`src/verilog/stream_pkg.sv`:
```
package stream_pkg;

    // ------------------------------
    // Data widths
    // ------------------------------

    // Incoming byte lane
    localparam int BYTE_W = 8;

    // Stored and presented word, two bytes per entry
    localparam int WORD_W = 16;

    // ------------------------------
    // FIFO geometry
    // ------------------------------

    // Must stay a power of two
    localparam int FIFO_DEPTH = 8;
    localparam int ADDR_W = 3;

    // One extra bit so a full buffer can be told from an empty one
    localparam int LEVEL_W = ADDR_W + 1;

    // Flag thresholds on occupancy, both inclusive
    localparam int AFULL_LEVEL = 6;
    localparam int AEMPTY_LEVEL = 2;

    // Dropped word counter, sticks at all ones
    localparam int DROP_W = 8;

    // ------------------------------
    // FIFO entry
    // ------------------------------

    // One packed word plus its frame-end marker
    typedef struct packed {
        logic [WORD_W-1:0] data;
        logic              last;
    } word_entry_t;

endpackage

```
`src/verilog/byte_packer.sv`:
```
`timescale 1ns/100ps

module byte_packer (
    input  logic                           clk,
    input  logic                           rst_n,
    input  logic                           in_valid,
    input  logic [stream_pkg::BYTE_W-1:0]  in_data,
    input  logic                           in_last,
    output logic                           push,
    output stream_pkg::word_entry_t        push_entry
);

    // Upper byte held while waiting for its partner
    logic [stream_pkg::BYTE_W-1:0] hi_byte;

    // High while hi_byte holds a pending upper byte
    logic phase;

    // ------------------------------
    // Pair tracking
    // ------------------------------

    always_ff @(posedge clk or negedge rst_n) begin
        if (!rst_n) begin
            phase <= 1'b0;
        end else if (in_valid) begin
            // A frame end always closes the word, so the next frame
            // begins on an upper byte
            if (phase || in_last) begin
                phase <= 1'b0;
            end else begin
                phase <= 1'b1;
            end
        end
    end

    always_ff @(posedge clk) begin
        if (in_valid && !phase) begin
            hi_byte <= in_data;
        end
    end

    // ------------------------------
    // Word output
    // ------------------------------

    always_ff @(posedge clk or negedge rst_n) begin
        if (!rst_n) begin
            push <= 1'b0;
        end else begin
            push <= in_valid && (phase || in_last);
        end
    end

    always_ff @(posedge clk) begin
        if (in_valid) begin
            if (phase) begin
                // Second byte completes the pair
                push_entry.data <= {hi_byte, in_data};
                push_entry.last <= in_last;
            end else if (in_last) begin
                // Odd final byte, lower half padded with zero
                push_entry.data <= {in_data, {stream_pkg::BYTE_W{1'b0}}};
                push_entry.last <= 1'b1;
            end
        end
    end

endmodule

```
`src/verilog/sync_fifo.sv`:
```
`timescale 1ns/100ps

module sync_fifo #(
    parameter int DEPTH = stream_pkg::FIFO_DEPTH,
    parameter int AW = stream_pkg::ADDR_W
) (
    input  logic                           clk,
    input  logic                           rst_n,
    input  logic                           push,
    input  stream_pkg::word_entry_t        push_entry,
    input  logic                           pop,
    output stream_pkg::word_entry_t        rd_entry,
    output logic                           rd_valid,
    output logic [stream_pkg::LEVEL_W-1:0] level,
    output logic                           full,
    output logic                           empty,
    output logic                           almost_full,
    output logic                           almost_empty,
    output logic                           overflow,
    output logic [stream_pkg::DROP_W-1:0]  drop_count
);

    stream_pkg::word_entry_t mem [DEPTH];

    logic [AW-1:0] wr_ptr;
    logic [AW-1:0] rd_ptr;
    logic [AW:0]   count;

    // Accepted operations only
    logic wr_ok;
    logic rd_ok;

    assign wr_ok = push && !full;
    assign rd_ok = pop && !empty;

    // ------------------------------
    // Pointers and occupancy
    // ------------------------------

    always_ff @(posedge clk or negedge rst_n) begin
        if (!rst_n) begin
            wr_ptr <= '0;
        end else if (wr_ok) begin
            if (wr_ptr == AW'(DEPTH - 1)) begin
                wr_ptr <= '0;
            end else begin
                wr_ptr <= wr_ptr + 1'b1;
            end
        end
    end

    always_ff @(posedge clk or negedge rst_n) begin
        if (!rst_n) begin
            rd_ptr <= '0;
        end else if (rd_ok) begin
            if (rd_ptr == AW'(DEPTH - 1)) begin
                rd_ptr <= '0;
            end else begin
                rd_ptr <= rd_ptr + 1'b1;
            end
        end
    end

    // Write and read together leave the count alone
    always_ff @(posedge clk or negedge rst_n) begin
        if (!rst_n) begin
            count <= '0;
        end else if (wr_ok && !rd_ok) begin
            count <= count + 1'b1;
        end else if (rd_ok && !wr_ok) begin
            count <= count - 1'b1;
        end
    end

    assign level        = stream_pkg::LEVEL_W'(count);
    assign full         = (count == (AW + 1)'(DEPTH));
    assign empty        = (count == '0);
    assign almost_full  = (count >= (AW + 1)'(stream_pkg::AFULL_LEVEL));
    assign almost_empty = (count <= (AW + 1)'(stream_pkg::AEMPTY_LEVEL));

    // ------------------------------
    // Storage and registered read
    // ------------------------------

    always_ff @(posedge clk) begin
        if (wr_ok) begin
            mem[wr_ptr] <= push_entry;
        end
        if (rd_ok) begin
            rd_entry <= mem[rd_ptr];
        end
    end

    always_ff @(posedge clk or negedge rst_n) begin
        if (!rst_n) begin
            rd_valid <= 1'b0;
        end else begin
            rd_valid <= rd_ok;
        end
    end

    // ------------------------------
    // Drop accounting
    // ------------------------------

    always_ff @(posedge clk or negedge rst_n) begin
        if (!rst_n) begin
            overflow   <= 1'b0;
            drop_count <= '0;
        end else begin
            overflow <= push && full;
            if (push && full && drop_count != '1) begin
                drop_count <= drop_count + 1'b1;
            end
        end
    end

endmodule

```
`src/verilog/frame_drain.sv`:
```
`timescale 1ns/100ps

module frame_drain (
    input  logic                          clk,
    input  logic                          rst_n,
    input  logic                          out_ready,
    output logic                          pop,
    input  stream_pkg::word_entry_t       rd_entry,
    input  logic                          rd_valid,
    output logic                          out_valid,
    output logic [stream_pkg::WORD_W-1:0] out_data,
    output logic                          out_last,
    output logic                          frame_done,
    output logic [stream_pkg::WORD_W-1:0] frame_sum
);

    // Running sum of the words seen so far in this frame
    logic [stream_pkg::WORD_W-1:0] acc;

    // Sum including the word now on the output
    logic [stream_pkg::WORD_W-1:0] acc_next;

    // ------------------------------
    // Sink side
    // ------------------------------

    // Ready is a level, so keep requesting while it holds
    assign pop = out_ready;

    assign out_valid = rd_valid;
    assign out_data  = rd_entry.data;
    assign out_last  = rd_entry.last;

    // ------------------------------
    // Checksum
    // ------------------------------

    // Wraps modulo 2^16
    assign acc_next = acc + rd_entry.data;

    always_ff @(posedge clk or negedge rst_n) begin
        if (!rst_n) begin
            acc <= '0;
        end else if (rd_valid) begin
            if (rd_entry.last) begin
                acc <= '0;
            end else begin
                acc <= acc_next;
            end
        end
    end

    always_ff @(posedge clk or negedge rst_n) begin
        if (!rst_n) begin
            frame_done <= 1'b0;
            frame_sum  <= '0;
        end else begin
            frame_done <= rd_valid && rd_entry.last;
            // Hold the last total until the next frame closes
            if (rd_valid && rd_entry.last) begin
                frame_sum <= acc_next;
            end
        end
    end

endmodule

```
`src/verilog/stream_buffer_top.sv`:
```
`timescale 1ns/100ps

module stream_buffer_top (
    input  logic                           clk,
    input  logic                           rst_n,
    input  logic                           in_valid,
    input  logic [stream_pkg::BYTE_W-1:0]  in_data,
    input  logic                           in_last,
    input  logic                           out_ready,
    output logic                           out_valid,
    output logic [stream_pkg::WORD_W-1:0]  out_data,
    output logic                           out_last,
    output logic                           frame_done,
    output logic [stream_pkg::WORD_W-1:0]  frame_sum,
    output logic [stream_pkg::LEVEL_W-1:0] level,
    output logic                           full,
    output logic                           empty,
    output logic                           almost_full,
    output logic                           almost_empty,
    output logic                           overflow,
    output logic [stream_pkg::DROP_W-1:0]  drop_count
);

    // Packer to FIFO
    logic                    push;
    stream_pkg::word_entry_t push_entry;

    // FIFO to drain
    logic                    pop;
    stream_pkg::word_entry_t rd_entry;
    logic                    rd_valid;

    byte_packer u_packer (
        .clk        (clk),
        .rst_n      (rst_n),
        .in_valid   (in_valid),
        .in_data    (in_data),
        .in_last    (in_last),
        .push       (push),
        .push_entry (push_entry)
    );

    sync_fifo #(
        .DEPTH (stream_pkg::FIFO_DEPTH),
        .AW    (stream_pkg::ADDR_W)
    ) u_fifo (
        .clk          (clk),
        .rst_n        (rst_n),
        .push         (push),
        .push_entry   (push_entry),
        .pop          (pop),
        .rd_entry     (rd_entry),
        .rd_valid     (rd_valid),
        .level        (level),
        .full         (full),
        .empty        (empty),
        .almost_full  (almost_full),
        .almost_empty (almost_empty),
        .overflow     (overflow),
        .drop_count   (drop_count)
    );

    frame_drain u_drain (
        .clk        (clk),
        .rst_n      (rst_n),
        .out_ready  (out_ready),
        .pop        (pop),
        .rd_entry   (rd_entry),
        .rd_valid   (rd_valid),
        .out_valid  (out_valid),
        .out_data   (out_data),
        .out_last   (out_last),
        .frame_done (frame_done),
        .frame_sum  (frame_sum)
    );

endmodule

```
`config.mk`:
```
export PLATFORM = sky130hd
export DESIGN_NAME = stream_buffer_top
export DESIGN_NICKNAME = d
export VERILOG_FILES = /design/src/verilog/stream_pkg.sv /design/src/verilog/byte_packer.sv /design/src/verilog/sync_fifo.sv /design/src/verilog/frame_drain.sv /design/src/verilog/stream_buffer_top.sv
export SDC_FILE = /design/constraint.sdc
export NUM_CORES = 1
export LEC_CHECK = 0
export BUFFER_PORTS_ARGS = -buffer_cell sky130_fd_sc_hd__buf_4
export CAP_MARGIN = 20
export CORE_MARGIN = 2
export CORE_UTILIZATION = 50
export CTS_CLUSTER_SIZE = 28
export DETAILED_ROUTE_END_ITERATION = 7
export HOLD_SLACK_MARGIN = 0.15
export PLACE_DENSITY = 0.68
export SLEW_MARGIN = 30
export SYNTH_ARGS = -nofsm -noshare
export SYNTH_HDL_FRONTEND = slang
export SYNTH_SLANG_ARGS = --single-unit
```
`constraint.sdc`:
```
create_clock -name clk -period 3.8 [get_ports clk]
set_clock_uncertainty 0.15 [all_clocks]
set_input_delay 0.76 -clock clk [delete_from_list [all_inputs] [get_ports clk]]
set_output_delay 0.76 -clock clk [all_outputs]
set_load 0.01 [all_outputs]
```
==> impl_metrics.csv <==
group,metric,value,unit
status,status,"finished clean",
worst_setup_path,reg2reg_from,"u_fifo.level[0]",
global_route,grt_pass1_vias,5227,
clock_network,cts_buffers,24,
layout,diodes,0,
floorplanning,num_rows,50,
power,leakagePower,4.171,nW
logic_synthesis,async_flop_share,23.61,%
sta,whs,166.0,ps
route,drt_first_pass_iters,4,
clock_network,clk_pin_slew,60,ps
floorplanning,die_w,142.5,µm
floorplanning,coreArea,0.01877,mm²
route,vias_per_cell,5.637,
power,power,8.786,mW
worst_setup_path,end_kind,"flip-flop",
place,io_buffers,64,
clock_network,worstSkewPairLatency,520,ps
sta,slew_viol_final,0,
global_route,grt_usage,18.47,%
floorplanning,ioPinCount,65,
layout,nets,675,
worst_setup_path,cp_data_arrival_time,3340,ps
power,powerDensity,787.4,mW/mm²
place,numPlacedInstances,844,
sta,period_share,81.87,%
clock_network,cts_root_buf,"clkbuf_16",
route,wire_per_inst,20.24,µm
worst_setup_path,path_max_fanout,9,
clock_network,htreeDepth,1,
logic_synthesis,synth_seq_cells,233,
global_route,grt_overflow,0,
run,cap_viol_max_count,0,
power,ir_drop,0.4472,mV
layout,syn_to_final_growth,16.30,%
route,routed_wl,17.99,mm
clock_network,postCtsSetupRepairBufs,0,
worst_setup_path,critical_path_class,"flip-flop to flip-flop",
layout,stdcell_area,0.01116,mm²
floorplanning,dieArea,0.02031,mm²
logic_synthesis,synth_ff_type,"edfxtp_1",
logic_synthesis,synth_area_per_cell,17.29,µm²
layout,final.fill_count,1405,
logic_synthesis,synth_cell_type_count,58,
route,drcViolationCount,0,
logic_synthesis,ys_warn_count,0,
layout,final_cell_mix,"178 x edfxtp_1, 73 x buf_4, 53 x dfrtp_1",
layout,layout_commonest_cell,"edfxtp_1",
clock_network,clockBufferDepth,3,
global_route,grt_start_max_net_pins,56,
sta,clock.fmax,0.3214,GHz
logic_synthesis,seq_area_frac_synth,70.06,%
logic_synthesis,synth_nets,593,
sta,finalHoldViolCount,0,
sta,tightest_slew,1005,ps
sta,setup_tns,0,ps
worst_setup_path,cp.required,4030,ps
sta,slew_headroom,32.99,%
global_route,antenna_found_initial,0,
layout,drive_above_1_share,29.16,%
min_path,hp-class,"primary input to async pin",
clock_network,cts_tree,"built",
clock_network,clock-sinks,233,
route,via_count,5011,
place,place_area,0.01042,mm²
place,place_congestion,0.8317,
clock_network,postCtsHoldBufs,0,
sta,rsz0062_at_grt,"false",
logic_synthesis,syn_inst,555,
route,drt_iter0_drc,241,
sta,period_needed,3111,ps
logic_synthesis,syn_area,0.009594,mm²
layout,fin_cells,889,
floorplanning,die_y,142.5,µm
worst_setup_path,worstSetupStartpointType,"flip-flop",
route,drtAntennaViolNets,0,
global_route,grt_pass1_wl,28.90,mm
floorplanning,initial_core_util,51.12,%
sta,setup_viol_count_final,0,
worst_setup_path,critPathLaunch,"u_fifo.level[0]",
clock_network,ctsResizeCount,0,
logic_synthesis,synth_edf_count,178,
place,hpwl,11.47,mm
## path summary, 6_finish.rpt
path	end	slack [ps]	depth (start not counted)
hold / removal	u_fifo.drop_count[5]	170	1
min in group clk	u_packer.hi_byte[2]	280	1
hold reg to reg	u_drain.frame_sum[8]	330	2
max in group asynchronous	u_fifo.rd_ptr[1]	2780	1
setup reg to reg	u_fifo.level[3]	690	11
setup / recovery	u_fifo.level[3]	690	11
## report_power, final
part / internal (mW) / total, mW / switching (mW)
logic: 1.41 / 2.82 / 1.41
registers: 3.31 / 3.81 / 0.492
clock network: 1.23 / 2.16 / 0.929
total: 5.96 / 8.79 / 2.83
## through the flow
step	util, %	setup WS [ps]
floorplan	-	580.1
global placement	55.50	842.7
detailed placement	55.50	698.3
CTS	59.38	689.7
global route	59.45	456.9
finish	59.45	689.0
## Yosys cell counts, types with 2 or more instances
library cell    n  area, µm²
o21ai_0        17      85.08
nand2b_1        6      37.54
nor2_1         10      37.54
nor4b_1         2      17.52
a31oi_1         2      12.51
dfrtp_1        55       1376
and2_1         10      62.56
o31ai_1         4      30.03
xor2_1         10      87.58
nand2_1        41      153.9
a21o_1         12      90.09
xnor2_1        12      105.1
o211ai_1        3      22.52
nor4_1          2      12.51
edfxtp_1      178       5345
o2bb2ai_1      11      96.34
a21oi_1        12      60.06
fa_1            2      40.04
inv_1           9      33.78
buf_2           4      20.02
mux4_2         34      765.7
nor3_1          8      40.04
mux2_2         29      326.6
nor2b_1         4      25.02
and3_1          2      12.51
clkbuf_1       13      48.80
nand3_1         3      15.01
ha_1           23      287.8
a41oi_1         2      17.52
nand4_1         3      18.77
a31o_2          2      17.52
and4_1          2      17.52
o21a_1          3      22.52
## final cells by class
cell class / instances / area, µm² / share of cell area, %
clock buffers: 30 / 623.1 / 5.584
well taps: 234 / 292.8 / 2.624
repair buffers: 74 / 559.3 / 5.012
multi-input cells: 295 / 2820 / 25.27
clock inverters: 14 / 105.1 / 0.9419
inverters: 9 / 33.78 / 0.3028
flip-flops and latches: 233 / 6724 / 60.26
## cell families (layout without fill, tap and decap cells)
family / Yosys count / count (layout) / share of synthesized area, %
XOR/XNOR: 22 / 22 / 2.008
buffers and inverters: 27 / 127 / 1.108
multiplexers: 64 / 64 / 11.49
AO/OA/AOI/OAI: 84 / 84 / 6.521
AND/OR/NAND/NOR: 100 / 100 / 5.399
flip-flops: 233 / 233 / 70.06
adder cells (fa/ha/maj): 25 / 25 / 3.417
## state kept, by name, indices dropped and copies added, names as in the netlist
signal               flops
u_fifo.mem             136
u_fifo.rd_entry         17
u_packer.push_entry     17
u_drain.acc             16
u_drain.frame_sum       16
u_fifo.drop_count        8
u_packer.hi_byte         8
u_fifo.level             4
u_fifo.rd_ptr            3
u_fifo.wr_ptr            3
u_drain.frame_done       1
u_fifo.overflow          1
u_fifo.rd_valid          1
u_packer.phase           1
u_packer.push            1
## per-layer routing
layer  global-route usage, %  share of wire, %  wire, µm
met1                   25.44                45      8111
met4                   4.065               1.7       301
met3                   3.028               4.7       851
met5                       0                 0         0
met2                   31.35                49      8729
## critical path, stage by stage, from the launching register on
cell	delay, ps
dfrtp_1	490
nor4b_4	360
nand2b_1	490
inv_1	180
ha_1	250
inv_1	130
ha_1	250
a21o_1	150
a21oi_1	160
xnor2_1	150
nor2_1	70
xor2_1	150
(Power assumes the default switching activity.)
